--- src/rtl/video_pkg.sv ---
// Shared frame timing, widths, pixel helpers and bus struct; imported by every video block
package video_pkg;

    // Beam positions and layer data
    typedef logic [7:0]  hpos_t;
    typedef logic [7:0]  vpos_t;
    typedef logic [1:0]  lpxl_t;
    typedef logic [11:0] color_t;
    typedef logic [2:0]  pal_idx_t;

    // Horizontal timing in pixels
    localparam hpos_t H_ACTIVE = 8'd64;
    localparam hpos_t H_TOTAL  = 8'd80;
    localparam hpos_t HS_START = 8'd68;
    localparam hpos_t HS_END   = 8'd71;

    // Vertical timing in lines
    localparam vpos_t V_ACTIVE = 8'd32;
    localparam vpos_t V_TOTAL  = 8'd40;
    localparam vpos_t VS_START = 8'd34;
    localparam vpos_t VS_END   = 8'd35;

    localparam int NUM_SPRITES = 4;
    localparam int MAP_COLS    = 8;

    // CPU and programming write port
    typedef struct packed {
        logic [8:0] addr;
        logic [7:0] data;
        logic       we;
    } wr_bus_t;

    // Four pixels per graphics byte, leftmost in the top bits
    function automatic lpxl_t pick_pxl(input logic [7:0] gfx, input logic [1:0] col);
        return gfx[{~col, 1'b1} -: 2];
    endfunction

endpackage

--- src/rtl/color_mixer.sv ---
// Layer priority and palette lookup; registers blanked RGB with matching delayed blanking
`timescale 1ns/1ps

module color_mixer (
    input  logic               clk,
    input  logic               rst_n,
    input  logic               pxl_cen,
    input  video_pkg::wr_bus_t prog,
    input  logic               pal_en,
    input  video_pkg::lpxl_t   tile_pxl,
    input  video_pkg::lpxl_t   spr_pxl,
    input  logic               lhbl,
    input  logic               lvbl,
    output logic [3:0]         red,
    output logic [3:0]         green,
    output logic [3:0]         blue,
    output logic               lhbl_dly,
    output logic               lvbl_dly
);
    import video_pkg::*;

    color_t   pal_ram [8];
    pal_idx_t pal_idx;
    color_t   rgb;
    logic     lhbl_d1;
    logic     lvbl_d1;

    // Even byte carries red, odd byte green and blue
    always_ff @(posedge clk) begin
        if (prog.we && pal_en) begin
            if (prog.addr[0]) begin
                pal_ram[prog.addr[3:1]][7:0] <= prog.data;
            end else begin
                pal_ram[prog.addr[3:1]][11:8] <= prog.data[3:0];
            end
        end
    end

    assign pal_idx = (spr_pxl != 2'd0) ? {1'b1, spr_pxl} : {1'b0, tile_pxl};

    // First stage lines blanking up with the layer pixels
    always_ff @(posedge clk) begin
        if (!rst_n) begin
            lhbl_d1  <= 1'b0;
            lvbl_d1  <= 1'b0;
            lhbl_dly <= 1'b0;
            lvbl_dly <= 1'b0;
            rgb      <= '0;
        end else if (pxl_cen) begin
            lhbl_d1  <= lhbl;
            lvbl_d1  <= lvbl;
            lhbl_dly <= lhbl_d1;
            lvbl_dly <= lvbl_d1;
            rgb      <= (lhbl_d1 && lvbl_d1) ? pal_ram[pal_idx] : '0;
        end
    end

    assign red   = rgb[11:8];
    assign green = rgb[7:4];
    assign blue  = rgb[3:0];

endmodule

--- config.mk ---
export PLATFORM = sky130hd
export DESIGN_NAME = color_mixer
export DESIGN_NICKNAME = d
export VERILOG_FILES = /design/src/rtl/video_pkg.sv /design/src/rtl/color_mixer.sv
export SDC_FILE = /design/constraint.sdc
export NUM_CORES = 1
export LEC_CHECK = 0
export BUFFER_PORTS_ARGS = -buffer_cell sky130_fd_sc_hd__clkbuf_2
export CAP_MARGIN = 40
export CORE_ASPECT_RATIO = 1.2
export CORE_MARGIN = 4
export CORE_UTILIZATION = 30
export CTS_CLUSTER_SIZE = 20
export DETAILED_ROUTE_END_ITERATION = 8
export PLACE_DENSITY_LB_ADDON = 0.05
export SLEW_MARGIN = 30
export SYNTH_ARGS = -nofsm -noshare
export SYNTH_HDL_FRONTEND = slang
export SYNTH_SLANG_ARGS = --single-unit
--- constraint.sdc ---
create_clock -name clk -period 2.75 [get_ports clk]
set_clock_uncertainty 0.05 [all_clocks]
set_input_delay 0.1375 -clock clk [delete_from_list [all_inputs] [get_ports clk]]
set_output_delay 0.1375 -clock clk [all_outputs]
set_load 0.1 [all_outputs]
* Word level (Yosys, flattened, before mapping)
Memory sizes are Yosys's and may differ from the RTL's. Index checks and enable logic that the tools add are counted.
Cells by class: reductions and logical operators 3, mux-type cells 8
Operators by type and width (count):
- $mux W12 | 1
- $mux W1 | 6
- $mux W3 | 1
- $logic_and A1 B1 Y1 | 2
- $reduce_bool A2 Y1 | 1
Word-level totals: output and inout port bits 14, bits in writable memories 96, input port bits 28, flip-flop bits (word level) 16, memories kept 1, word-level logic and storage cells 17
Memories:
- pal_ram | words 8, width 12, rd ports 1, clocked after Yosys merged registers in 0, wr ports 1, RTL line color_mixer.sv:22 | color_t pal_ram [8];

* Longest topological paths before layout
Gate-level depths: netlist of the first run. An unclocked memory read counts as a cell.
depth after elaboration 4, depth in mapped cells 6, depth with buffers taken out 3

* Worst setup path after synthesis of the first run
No wires, ideal clock.
path kind in2reg, start point input port prog[12] (netlist bit), end point memory pal_ram[0][0] (netlist bit) (enable), setup time 0.383 ns, path buffers 0, arrival 0.977 ns, stages on the path 2, setup slack 1.340 ns, cells stage by stage nand4b_1 nor3_1
RTL lines:
- start: declaration | RTL line color_mixer.sv:8 | input video_pkg::wr_bus_t prog,
- end: declaration | RTL line color_mixer.sv:22
No word-level cell before the write port.

* Final worst setup path of the first run
start point input port spr_pxl[1], end point register rgb[10]
On the way: word-level cells in the longest chain between the ends 4
Ends and longest elaborated chain:
- start: declaration | RTL line color_mixer.sv:11 | input video_pkg::lpxl_t spr_pxl,
- $reduce_bool A2 Y1 | RTL line color_mixer.sv:39 | assign pal_idx = (spr_pxl != 2'd0) ? {1'b1, spr_pxl} : {1'b0, tile_pxl};
- $mux W3 * | RTL line color_mixer.sv:39
- $mem_v2 Z8 W12 *
- $mux W12 * | RTL line color_mixer.sv:54 | rgb <= (lhbl_d1 && lvbl_d1) ? pal_ram[pal_idx] : '0;
- end signal: assignment | RTL line color_mixer.sv:54
- end: declaration | RTL line color_mixer.sv:24 | color_t rgb;
Every way passes the cells marked *; elsewhere a longest branch is shown, timed or not. A chain may end at the register's enable or synchronous reset.

==> flow_summary.yaml, run 1 <==
layout:
  syn_to_final_growth_pct: 17.8
  n_antenna_cell: 0
  final-seq-area_mm2: 0.00284
  drive_above_1_share_pct: 27.7
  multi_input_area_um2: 988
  stdcell_count: 446
  design_area_mm2: 0.00462
  fillCellCount: 1269
  fin_nets: 305
clock_network:
  ctsHoldBuffers: 1
  cts_num_sinks: 100
  worst_skew_pair.late_latency_ps: 340
  cts_buffer_depth: 2
  clk_pin_slew_ps: 70
  root_buffer: "clkbuf_16"
  numCtsBuffers: 9
  ctsResizeCount: 0
  cts_tree: "built"
  cts_setup_buffers: 0
  htree_num_levels: 3
grt:
  track_usage_pct: 12.5
  met2_usage_pct: 21.8
  grt_max_degree: 25
  grt_overflow: 0
  grt_use_met3_pct: 2.23
  top_usage_layer: "met2"
  grt_pass1_wl_um: 13600
  grt_util_met1_pct: 14.9
  grt_pass1_vias: 2278
  antenna_found_initial: 0
route:
  wirelength_um: 9060
  drt-pass1-iter-count: 4
  via_per_inst: 4.83
  first_iter_violations: 130
  num_vias: 2152
  ant_nets: 0
  drt-wirelength-per-cell_um: 20.3
  drc_errors: 0
timing:
  hold_viol: 0
  setup_tns_ps: 0
  max_slew_margin_pct: 49.0
  drv_slew: 0
  finalSetupViolCount: 0
  rsz0062_at_grt: "false"
  finalCritPeriodShare_pct: 53.7
  worst_pin_slew_ps: 762
  fin_crit_ps: 1480
  fmax_mhz: 677
placed_design:
  place_hpwl_um: 6100
  routabilityCongestion: 0.688
  placed_area_mm2: 0.00428
  numPlacedInstances: 429
  port_buffers: 36
die:
  initial_core_util_pct: 30.8
  die_w_um: 112
  die_area_mm2: 0.0150
  dieHeight_um: 133
  pin_count: 42
  rows: 45
  core_area_mm2: 0.0127
synthesis:
  yosysMostFrequentCell: "edfxtp_1"
  syn_nets: 262
  syn_area_mm2: 0.00392
  syn_avg_cell_area_um2: 16.8
  synth_edf_count: 84
  yosysSeqAreaShare_pct: 72.5
  synth_top_area_cell: "edfxtp_1"
  yosys_warnings: 0
  ys_top_cells_by_count: "edfxtp_1, dfxtp_1, mux2i_1"
  dominantRegCellSynth: "edfxtp_1"
  synth_top_area_share_pct: 64.3
  synth_cell_type_count: 24
  async_reset_ff_share_pct: 0
  synthTopCellsByArea: "edfxtp_1, dfxtp_1, mux2i_1, o221ai_2, a222oi_1"
  synth_seq_cells: 100
  synthCells: 234
setup_path:
  critPathLaunchType: "input port"
  crit_type: "in -> reg"
  endpoint_kind: "flop"
  reg2regPathDepth: 3
  critPathMaxFanout: 15
  cp.arrival_ps: 1690
  cp.required_ps: 2960
power_and_ir_drop:
  ir_worst_vdd_v: 0.000252
  leakage_nw: 1.58
  finalPower_mw: 3.18
  powerDensity_mw_per_mm2: 689
worst_hold_path:
  min_path_cells: 3
  min_path_type: "in -> reg"
outcome:
  status: "completed"
flow_run:
  max_cap_violations: 0
## where the power goes
group	leakage, nW	switching [mW]	internal (mW)	total [mW]
Clock	0.156	0.559	0.802	1.36
Sequential	0.886	0.00591	1.66	1.66
Combinational	0.542	0.107	0.0519	0.159
## routing by layer
layer / share of wire, % / up-vias
met5: 0 / -
met4: 1.9 / 0
met3: 3.6 / 10
met2: 53 / 45
met1: 42 / 1066
li1: - / 1031
## layout by cell type (no fill, tap or decap), types with 2 or more instances in the layout
cell	synthesis	layout
edfxtp_1	84	84
clkbuf_2	0	36
mux2i_1	16	16
dfxtp_1	16	16
nand2_1	14	14
nor2_1	12	12
a21o_1	12	12
a222oi_1	12	12
a22oi_1	12	12
o221ai_2	10	10
clkbuf_16	0	9
buf_4	3	9
mux2_1	8	8
nor2b_1	7	6
mux2_2	4	4
nand2b_1	3	3
nand4b_1	2	2
nor3_1	2	2
o221ai_1	2	2
clkinv_4	0	2
bufinv_16	0	2
## state kept, by name (all words and copies together), names as in the netlist
name / cells
pal_ram: 84
rgb: 12
lhbl_d1: 1
lhbl_dly: 1
lvbl_d1: 1
lvbl_dly: 1
## worst paths after layout
| check | startpoint | end | slack [ps] |
|---|---|---|---|
| max | spr_pxl[1] | rgb[10] | 1270 |
| min | lhbl | lhbl_d1 | 10 |
| max reg2reg | lvbl_d1 | rgb[10] | 1440 |
| min reg2reg | rgb[7] | rgb[7] | 440 |
## cells by family after synthesis
kind of cell	Yosys count	share of synthesized area [%]
multiplexers	28	7.53
buffers and inverters	14	2.36
AND/OR/NAND/NOR	44	5.68
AO/OA/AOI/OAI	48	11.9
flip-flops	100	72.5
## worst max-delay path, cell delays in order
cell      delay, ps
clkbuf_2        340
nand2b_1        650
o221ai_1        330
a22oi_1         230
## stage by stage
stage | util (%) | setup WS [ps] | hold slack (ps)
5_1_grt | 36.3 | 1220 | 23.6
6_report | 36.3 | 1270 | 14.1
3_3_place_gp | 33.6 | 943 | 347
4_1_cts | 36.3 | 1310 | 12.7
2_1_floorplan | - | 1340 | 186
3_5_place_dp | 33.7 | 940 | 354
## cell type report
type                            instances  area share (%)
Clock buffer                            9            4.88
Timing Repair Buffer                   46            5.58
Sequential cell                       100            61.6
Multi-Input combinational cell        120            21.4
Clock inverter                          7            2.14
Tap cell                              164            4.44
Note: power is estimated with default switching activity, not from simulation.
==> inputs of run 2 (changes only) <==
Clock period 2.75 ns to 1.48 ns, I/O delays scaled along.
==> flow_summary.yaml, run 2 (synthesis results as in run 1) <==
outcome:
  status: "completed"
timing:
  fmax_mhz: 736
  worst_pin_slew_ps: 772
  drv_slew: 0
  setup_tns_ps: 0
  timing.hold.ws_ps: 6.74
  max_slew_margin_pct: 48.3
  finalSetupViolCount: 0
  fin_ws_ps: 121
  hold_viol: 0
  rsz0062_at_grt: "false"
  fin_crit_ps: 1360
  finalCritPeriodShare_pct: 91.9
clock_network:
  numCtsBuffers: 9
  root_buffer: "clkbuf_16"
  cts_tree: "built"
  htree_num_levels: 3
  clk_pin_slew_ps: 70
  cts_setup_buffers: 0
  worst_skew_pair.late_latency_ps: 330
  cts_num_sinks: 100
  cts_buffer_depth: 2
route:
  ant_nets: 0
  wl_met1_um: 3830
  dr_wl_met3_um: 464
  drt-pass1-iter-count: 5
  drt-wirelength-per-cell_um: 20.0
  drc_errors: 0
  first_iter_violations: 161
  num_vias: 2304
  dr_wl_met2_um: 4870
  top_layer: "met4"
  wirelength_um: 9300
  via_per_inst: 4.94
setup_path:
  endpoint_kind: "output pin"
  cpPeakStageDelay_ps: 490
  cp_num_buf_inv: 1
  cpMaxStageDelayCell: "clkbuf_2"
  r2r_setup_slack_ps: 190
  critPathMaxFanout: 3
  crit_type: "reg -> out"
  crit_family: "buffers and inverters"
  cp.required_ps: 1360
  cp.arrival_ps: 1240
  critPathLaunchType: "flop"
  worst-path-stages: 1
  reg2regPathDepth: 3
  crit_path_cell_trace: "clkbuf_2"
power_and_ir_drop:
  seq_power_share_pct: 52.6
  powerDensity_mw_per_mm2: 1220
  clkPwrFrac_pct: 41.7
  p_switching_mw: 1.20
  leakage_nw: 1.68
  comb_power_share_pct: 5.7
  finalPower_mw: 5.88
  ir_worst_vdd_v: 0.000451
  p_sw_share_pct: 20.4
  internal-power_mw: 4.68
worst_hold_path:
  min_path_type: "in -> reg"
  min_path_cells: 1
placed_design:
  port_buffers: 36
  routabilityCongestion: 0.698
  post-place-ws_ps: -4.26
  place_hpwl_um: 6180
  placed_area_mm2: 0.00441
  numPlacedInstances: 442
layout:
  final_common_cell: "edfxtp_1"
  fin_nets: 325
  stdcell_count: 466
  n_antenna_cell: 0
  fin_util_pct: 37.8
  syn_to_final_growth_pct: 22.6
  final_cell_mix: "edfxtp_1, clkbuf_2, buf_4"
  design_area_mm2: 0.00481
  largest_reg_flops: 84
  drive_above_1_share_pct: 29.8
die:
  pin_count: 42
  die_area_mm2: 0.0150
  rows: 45
  core_area_mm2: 0.0127
  dieHeight_um: 133
  die_w_um: 112
  initial_core_util_pct: 30.8
grt:
  grt_pass1_wl_um: 14100
  grt_max_degree: 25
  track_usage_pct: 13.0
  antenna_found_initial: 0
  grt_pass1_vias: 2363
  grt_overflow: 0
flow_run:
  max_cap_violations: 0
[run 2: routing by layer]
metal / vias up / global-route usage [%]
met5: - / 0
met4: 0 / 4.81
met3: 8 / 3.13
met2: 67 / 22.6
met1: 1159 / 15.5
li1: 1070 / -
[run 2: what timing repair did]
action | 4_1_cts | 5_1_grt
resized for setup | 0 | 0
setup endpoints to repair | 0 | 0
hold buffers | 8 | 0
hold endpoints to repair | 25 | 0
[run 2: power groups by stage]
stage	registers, mW	clock network (mW)	logic [mW]
6_report	3.09	2.46	0.335
4_1_cts	3.09	2.53	0.344
3_5_place_dp	3.15	0	0.326
2_1_floorplan	3.18	0	0.152
3_3_place_gp	3.15	0	0.323
5_1_grt	3.09	2.65	0.366
[run 2: layout make-up]
class,count,area [um^2]
timing repair buffer,66,450
tap,164,205
sequential,100,2840
fill,1225,7920
clock inverter,7,91.3
clock buffer,9,225
multi-input combinational,120,991
[run 2: final timing paths]
check                             start             to
worst min-delay path            prog[7]  pal_ram[5][6]
worst max register to register  lhbl_d1        rgb[10]
worst min register to register   rgb[5]         rgb[5]
worst max-delay path             rgb[0]        blue[0]
[run 2: worst register-to-register path: cells and delay by family (launching register included)]
kind            cells  cell delay [ps]
simple gates        1              380
flops               1              360
compound gates      2              430
