`src/rtl/video_pkg.sv`:
```
// Shared frame timing, widths, pixel helpers and bus struct; imported by every video block
package video_pkg;

    // Beam positions and layer data
    typedef logic [7:0]  hpos_t;
    typedef logic [7:0]  vpos_t;
    typedef logic [1:0]  lpxl_t;
    typedef logic [11:0] color_t;
    typedef logic [2:0]  pal_idx_t;

    // Horizontal timing in pixels
    localparam hpos_t H_ACTIVE = 8'd64;
    localparam hpos_t H_TOTAL  = 8'd80;
    localparam hpos_t HS_START = 8'd68;
    localparam hpos_t HS_END   = 8'd71;

    // Vertical timing in lines
    localparam vpos_t V_ACTIVE = 8'd32;
    localparam vpos_t V_TOTAL  = 8'd40;
    localparam vpos_t VS_START = 8'd34;
    localparam vpos_t VS_END   = 8'd35;

    localparam int NUM_SPRITES = 4;
    localparam int MAP_COLS    = 8;

    // CPU and programming write port
    typedef struct packed {
        logic [8:0] addr;
        logic [7:0] data;
        logic       we;
    } wr_bus_t;

    // Four pixels per graphics byte, leftmost in the top bits
    function automatic lpxl_t pick_pxl(input logic [7:0] gfx, input logic [1:0] col);
        return gfx[{~col, 1'b1} -: 2];
    endfunction

endpackage

```
`src/rtl/video_timer.sv`:
```
// Beam counters with blanking and sync decode; drives position to the layers and the mixer
`timescale 1ns/1ps

module video_timer (
    input  logic           clk,
    input  logic           rst_n,
    input  logic           pxl_cen,
    output video_pkg::hpos_t hdump,
    output video_pkg::vpos_t vdump,
    output logic           lhbl,
    output logic           lvbl,
    output logic           hs,
    output logic           vs
);
    import video_pkg::*;

    hpos_t h_nxt;
    vpos_t v_nxt;

    // Next beam position
    always_comb begin
        h_nxt = (hdump == H_TOTAL - 8'd1) ? 8'd0 : hdump + 8'd1;
        v_nxt = vdump;
        if (hdump == H_TOTAL - 8'd1) begin
            v_nxt = (vdump == V_TOTAL - 8'd1) ? 8'd0 : vdump + 8'd1;
        end
    end

    // Levels decoded from the next position so they line up with the counters
    always_ff @(posedge clk) begin
        if (!rst_n) begin
            hdump <= '0;
            vdump <= '0;
            lhbl  <= 1'b1;
            lvbl  <= 1'b1;
            hs    <= 1'b0;
            vs    <= 1'b0;
        end else if (pxl_cen) begin
            hdump <= h_nxt;
            vdump <= v_nxt;
            lhbl  <= h_nxt < H_ACTIVE;
            lvbl  <= v_nxt < V_ACTIVE;
            hs    <= (h_nxt >= HS_START) && (h_nxt <= HS_END);
            vs    <= (v_nxt >= VS_START) && (v_nxt <= VS_END);
        end
    end

endmodule

```
`config.mk`:
```
export PLATFORM = sky130hd
export DESIGN_NAME = video_timer
export DESIGN_NICKNAME = d
export VERILOG_FILES = /design/src/rtl/video_pkg.sv /design/src/rtl/video_timer.sv
export SDC_FILE = /design/constraint.sdc
export NUM_CORES = 1
export LEC_CHECK = 0
export BUFFER_PORTS_ARGS = -buffer_cell sky130_fd_sc_hd__buf_2
export CAP_MARGIN = 20
export CORE_MARGIN = 2
export CORE_UTILIZATION = 42
export DETAILED_ROUTE_END_ITERATION = 12
export PLACE_DENSITY = 0.72
export SLEW_MARGIN = 20
export SYNTH_ARGS = -nofsm -noshare
export SYNTH_HDL_FRONTEND = slang
export SYNTH_SLANG_ARGS = --single-unit
```
`constraint.sdc`:
```
create_clock -name clk -period 2.4 [get_ports clk]
set_clock_uncertainty 0.2 [all_clocks]
set_input_delay 0.24 -clock clk [delete_from_list [all_inputs] [get_ports clk]]
set_output_delay 0.24 -clock clk [all_outputs]
set_load 0.01 [all_outputs]
```
* Word-level counts from Yosys, hierarchy flattened *
Cells that the tools add are included.

cells by class
  add/sub/neg operators = 2
  order comparisons = 6
  equal/unequal tests = 2
  muxes and demuxes = 3
  reduce and logical (&&, ||, !) cells = 2

operators by type and width
  operator                                                                             count
  8-bit 2-to-1 mux                                                                     3
  8-bit by 1-bit adder with 8-bit output, second input constant                        2
  8-bit by 6-bit equality test with 1-bit output, second input constant                1
  8-bit by 7-bit equality test with 1-bit output, second input constant                1
  8-bit by 6-bit greater-or-equal comparator with 1-bit output, second input constant  1
  8-bit by 7-bit greater-or-equal comparator with 1-bit output, second input constant  1
  8-bit by 6-bit less-or-equal comparator with 1-bit output, second input constant     1
  8-bit by 7-bit less-or-equal comparator with 1-bit output, second input constant     1
  8-bit by 6-bit less-than comparator with 1-bit output, second input constant         1
  8-bit by 7-bit less-than comparator with 1-bit output, second input constant         1
  1-bit logical AND                                                                    2

storage, ports and cells
  register bits = 20
  bits of input ports = 3
  word-level logic and storage cells = 21

* Logic depth before layout (Yosys ltp) *
Gate-level depths: netlist of run 1.

  depth after elaboration = 5
  mapped depth = 8
  gate-level depth less buffers = 6

* Worst setup path before layout of run 1 *
OpenSTA, ideal clock, no wires.

  path type = reg-to-reg
  from = register hdump[0]
  to = register lvbl
  setup time = 122 ps
  arrival = 1871 ps
  data required time = 2078 ps
  path slack = 206 ps
  stages on the path, launching flop included = 8
  path buffers = 1
  path through = dfxtp_1 -> ha_1 -> and3_2 -> buf_6 -> nand4_2 -> mux2_4 -> o21bai_1 -> a311o_1

on the way
  longest elaborated chain between the ends = 3

ends and longest elaborated chain
  what                                                   RTL line           RTL
  start, declared                                        video_timer.sv:8   output video_pkg::hpos_t hdump,
  start signal, assigned                                 video_timer.sv:39  hdump <= h_nxt;
  8-bit by 7-bit equality test with 1-bit output         video_timer.sv:24  if (hdump == H_TOTAL - 8'd1) begin
  8-bit 2-to-1 mux                                       video_timer.sv:24
  8-bit by 6-bit less-than comparator with 1-bit output  video_timer.sv:42  lvbl <= v_nxt < V_ACTIVE;
  end signal, assigned                                   video_timer.sv:42
  end, declared                                          video_timer.sv:11  output logic lvbl,

Every way passes these cells.
A chain may end at the register's enable or synchronous reset.

* Worst setup path after layout of run 1 *
Same ends and word-level chain as after synthesis.

==> results.ini, run 1 <==
[cts]
clk_pin_slew_ns=0.11
clock_path_buffers=2
cts_tree=built
root_buffer=clkbuf_4
h-tree-depth=1
cts_buffers=3
clk_latency_ns=0.31
cts_sinks=20
post-cts-setup-buffers=0

[global_routing]
grt_start_max_net_pins=22
grtUsageTotal_pct=18.6
overflow=0
grt_pass1_vias=1144
grt_antenna_before_repair=0
grt_pass1_wl_microns=5150

[place]
gp_congestion=0.932
pre_cts_ws_ns=0.135
port_buffers=22
dpl.hpwl_microns=2170
place_area_sq_um=1440

[critical_path]
critical-path-top-delay-family=compound AO/OA/AOI/OAI gates
path_buf_inv=0
cp_data_arrival_time_ns=2.22
cpPeakStageDelay_ns=0.39
startpoint=hdump[0]
cp-end-kind=flip-flop
crit_chain=ha_1 -> and3_2 -> nand4_2 -> mux2_4 -> o21bai_1 -> a311o_1
crit_slowest_cell=dfxtp_2
worst_ep_required_time_ns=2.41
reg2reg_from=hdump[0]
path_class=flip-flop to flip-flop
cp-start-kind=flip-flop
path_max_fanout=10

[sta]
setup_viol=0
rsz0062_at_grt=false
fin_crit_ns=2.22
layout_worst_path_cycle_share_pct=92.4
worst_slack_ns=0.184
finalMaxSlewViolations=0
max_slew_margin_pct=60.9
clock.fmax_ghz=0.451
fin_tns_setup_ns=0
final_hold_viol_count=0
tightest_slew_ns=0.571

[synth]
syn_area_sq_um=1320
ys_warn_count=0
syn_avg_cell_area_sq_um=8.24
synth_edf_count=0
async_flop_share_pct=0
ys_types=50
synth_top_flop_cell=dfxtp_1
synth.net_count=166
syn_inst=160
yosysSeqAreaShare_pct=30.4
synth_seq_cells=20

[final_layout]
diodes=0
mostFrequentLayoutCells=nor2_1 (22), buf_2 (22), dfxtp_1 (18)
drive_gt1_share_pct=24.3
syn2layout_area_growth_pct=12.7
design_area_sq_um=1490
utilization_pct=49.1
nNetsFinal=188

[detailed_routing]
num_vias=1264
wirelength_microns=2970
dr.pass1.iters=4
first_iter_violations=46
wl_per_cell_microns=13.2
drtAntennaViolNets=0
vias_per_cell=5.62
drc_errors=0

[pwr]
fin_total_pwr_mw=0.610
p_sw_mw=0.152
swShare_pct=24.9
ir_drop_mv=0.189
power_frac_comb_pct=9.8
powerDensity_nw_per_um2=411
p_leak_nw=0.647
internal_power_mw=0.458
p_seq_share_pct=57.2
p_clk_share_pct=33.0

[floorplan]
start_util_pct=43.6
die_area_sq_um=3600
ios=23
rows=20
die_w_microns=60.0
die_h_microns=60.0
core_sq_um=3030

[min_path]
hold_start=pxl_cen
hp-class=input port to flip-flop

[run_status]
status=finished clean

[run]
max-cap-violations=0

==> stage by stage <==
| stage | hold slack [ns] | instances |
|---|---|---|
| 2_1_floorplan | 0.119 | 160 |
| 3_3_place_gp | 0.249 | 220 |
| 3_5_place_dp | 0.257 | 220 |
| 4_1_cts | 0.191 | 225 |
| 5_1_grt | 0.221 | 225 |
| 6_report | 0.192 | 225 |
==> power groups by stage <==
stage               clock network, mW  logic (mW)  registers [mW]
global route                    0.218      0.0680           0.351
CTS                             0.206      0.0601           0.349
global placement                    0      0.0567           0.355
finish                          0.201      0.0598           0.349
floorplan                           0      0.0393           0.358
detailed placement                  0      0.0584           0.356
==> cells in the mapped netlist (all sizes together), types with 4 or more instances <==
cell    count  area, sq um
dfxtp      20          400
nand4       5         37.5
o21ai       7         35.0
mux2i       5         50.1
and3        5         33.8
nand2      13         48.8
clkbuf      4         15.0
inv         6         22.5
xnor2       5         43.8
nand3       5         30.0
xor2        4         35.0
nor2       22         82.6
nor3        4         20.0
a21oi       7         35.0
buf         8         76.3
==> flip-flops by register name (all words and copies together), names as in the netlist <==
name and cells:
hdump 8, vdump 8, hs 1, lhbl 1
lvbl 1, vs 1
==> timing repair <==
action,in CTS,in global routing
gates resized for setup,0,2
hold buffers,1,0
endpoints found under the setup margin,0,1
endpoints found under the hold margin,1,0
==> layer usage <==
layer / vias to the layer above / wire length, microns / global-route usage (%)
li1: 614 / - / -
met1: 615 / 1410 / 25.2
met2: 28 / 1370 / 28.9
met3: 7 / 134 / 2.60
met4: 0 / 53 / 8.89
met5: - / 0 / 0
==> final cells by class <==
class | instances | area [sq um]
well taps | 44 | 55.1
repair buffers | 29 | 165
multi-input cells | 122 | 805
clock buffers | 4 | 36.3
fillers | 295 | 1540
inverters | 6 | 22.5
flip-flops and latches | 20 | 403
==> tightest hold or removal path: stages <==
cell and delay (ns):
buf_2 0.23, nor2_1 0.15, a211oi_1 0.05
==> logic make-up after synthesis <==
group | share of synthesized area [%]
AO/OA/AOI/OAI | 15.7
XOR/XNOR | 5.98
AND/OR/NAND/NOR | 29.9
adder cells (fa/ha/maj) | 2.85
buffers and inverters | 8.63
multiplexers | 6.64
flip-flops | 30.4
==> final timing paths <==
check              to  slack [ns]  cells after the start
max              lvbl        0.18                      6
min          hdump[1]        0.19                      3
max reg2reg      lvbl        0.18                      6
min reg2reg        hs        0.28                      1
Power figures use the tool's default switching activity.
==> run 2, diff against run 1 <==
Settings changed: CTS_BUF_LIST from default to sky130_fd_sc_hd__clkbuf_4.
Clock period 2.4 ns to 2.1 ns, I/O delays scaled along.
==> run 2 against run 1 <==
Critical path depth fell by 1. Global-route usage down 1.7 points. Critical endpoint unchanged. First-iteration DRC count decreased by 28%. Sequential share of layout area fell by 2.0 points. Total power increased by 31%. Register-to-register slack worse by 0.16 ns. Utilization grew 4.3 points. Non-clock buffer count increased by 12.
==> results.ini, run 2 (same netlist as run 1, synthesis figures left out) <==
[run_status]
status=finished clean

[cts]
root_buffer=clkbuf_4
h-tree-depth=1  ; unchanged
cts_sinks=20  ; unchanged
cts_buffers=3  ; unchanged
clk_latency_ns=0.32  ; about the same
clk_pin_slew_ns=0.13  ; +0.02 ns
cts_tree=built
clock_path_buffers=2  ; unchanged

[sta]
final_hold_viol_count=0  ; unchanged
rsz0062_at_grt=true
clock.fmax_ghz=0.482  ; +6.9%
fin_hold_ws_ns=0.283  ; +0.0911 ns
setup_viol=0  ; unchanged
fin_crit_ns=2.07  ; -0.142 ns
max_slew_margin_pct=67.1  ; +6.2 points
finalMaxSlewViolations=0  ; unchanged
layout_worst_path_cycle_share_pct=98.8  ; +6.4 points
tightest_slew_ns=0.481  ; -0.0906 ns

[floorplan]
die_h_microns=60.0  ; unchanged
core_sq_um=3030  ; unchanged
die_w_microns=60.0  ; unchanged
ios=23  ; unchanged
rows=20  ; unchanged
die_area_sq_um=3600  ; unchanged
start_util_pct=43.6  ; unchanged

[final_layout]
nNetsFinal=200  ; +6.4%
design_area_sq_um=1620  ; +8.8%
drive_gt1_share_pct=29.0  ; +4.7 points
top_regs=hdump (8), vdump (8)
syn2layout_area_growth_pct=22.7
diodes=0  ; unchanged
mostFrequentLayoutCells=nor2_1 (22), buf_2 (22), dfxtp_1 (18)

[detailed_routing]
wl_per_cell_microns=12.7  ; -4.1%
vias_per_cell=5.32  ; -5.3%
first_iter_violations=33  ; -28%
drtAntennaViolNets=0  ; unchanged
wirelength_microns=3000  ; +1.0%
num_vias=1261  ; -0.24%
drc_errors=0  ; unchanged
dr.pass1.iters=4  ; unchanged

[global_routing]
grt_pass1_wl_microns=4690  ; -8.8%
grt_pass1_vias=1075  ; -6.0%
grt_start_max_net_pins=17  ; -23%
overflow=0  ; unchanged
grt_antenna_before_repair=0  ; unchanged
grtUsageTotal_pct=16.9  ; -1.7 points

[run]
max-cap-violations=0  ; unchanged

[critical_path]
worst_ep_required_time_ns=2.13  ; -0.28 ns
cp_data_arrival_time_ns=2.10  ; -0.12 ns
endpoint=lvbl
cp-end-kind=flip-flop
startpoint=hdump[7]
r2r_end=lvbl
reg2reg_from=hdump[7]
r2r_slack_ns=0.03  ; -0.16 ns
path_max_fanout=4  ; -6
reg2reg_depth=5  ; -1
cp-start-kind=flip-flop
path_class=flip-flop to flip-flop

[pwr]
ir_drop_mv=0.420  ; +120%
powerDensity_nw_per_um2=496  ; +21%
p_leak_nw=0.715  ; +10%

[place]
gp_congestion=0.917  ; -1.6%
dpl.hpwl_microns=2260  ; +4.0%
place_area_sq_um=1520  ; +5.7%
port_buffers=22  ; unchanged

[min_path]
hp-class=flip-flop to flip-flop

## run 2: cell count changes in the layout (fill, tap and decap cells not counted), sizes merged
cell         before  now
dlygate4sd3       1    2
bufinv            0    1
buf              28   39
clkbuf            4    3
## run 2: critical path, stage by stage (launching register included)
cell and delay [ns]:
dfxtp_1 0.37, nor4b_4 0.39, nand4_2 0.19, mux2_4 0.33, o21bai_1 0.16, a311o_1 0.34
## run 2: worst min-delay path by stage
stage | start | end | cells past startpoint
after floorplan | rst_n | lhbl | 1
after global placement | hs | hs | 1
after detailed placement | rst_n | lhbl | 2
after CTS | hs | hs | 1
after global routing | hs | hs | 1
final | hs | hs | 1
## run 2: layout make-up
cell class / instances / area [sq um]
repair buffers: 41 / 258
clock buffers: 3 / 22.5
well taps: 44 / 55.1
fillers: 284 / 1410
inverters: 6 / 22.5
clock inverters: 1 / 30.0
flip-flops and latches: 20 / 405
multi-input cells: 122 / 825
## run 2: metal layers
metal	share of wire (%)	GRT usage [%]	vias up	routed length, microns
li1	-	-	640	-
met1	48	23.1	580	1440
met2	46	26.9	37	1380
met3	5.1	3.90	4	153
met4	0.80	4.13	0	24
met5	0	0	-	0
## run 2: what timing repair did
item                                   4_1_cts  5_1_grt
setup endpoints to repair                    0        2
hold buffers                                 2        0
endpoints found under the hold margin        3        0
setup buffers                                0        1
resized for setup                            0        2
## run 2: power breakdown
group	internal [mW]	switching (mW)
Sequential	0.389	0.00770
Clock	0.193	0.129
Combinational	0.0376	0.0458
Total	0.620	0.183
## run 2: per-stage QoR
stage	instances	power (mW)	utilization, %	setup WS [ns]	TNS [ns]
2_1_floorplan	160	0.455	-	0.000851	0
3_5_place_dp	230	0.480	50.2	0.0277	0
6_report	237	0.802	53.4	0.0260	0
3_3_place_gp	230	0.478	50.2	0.0797	0
4_1_cts	236	0.804	52.6	0.00134	0
5_1_grt	237	0.828	53.4	-0.0110	-0.0110
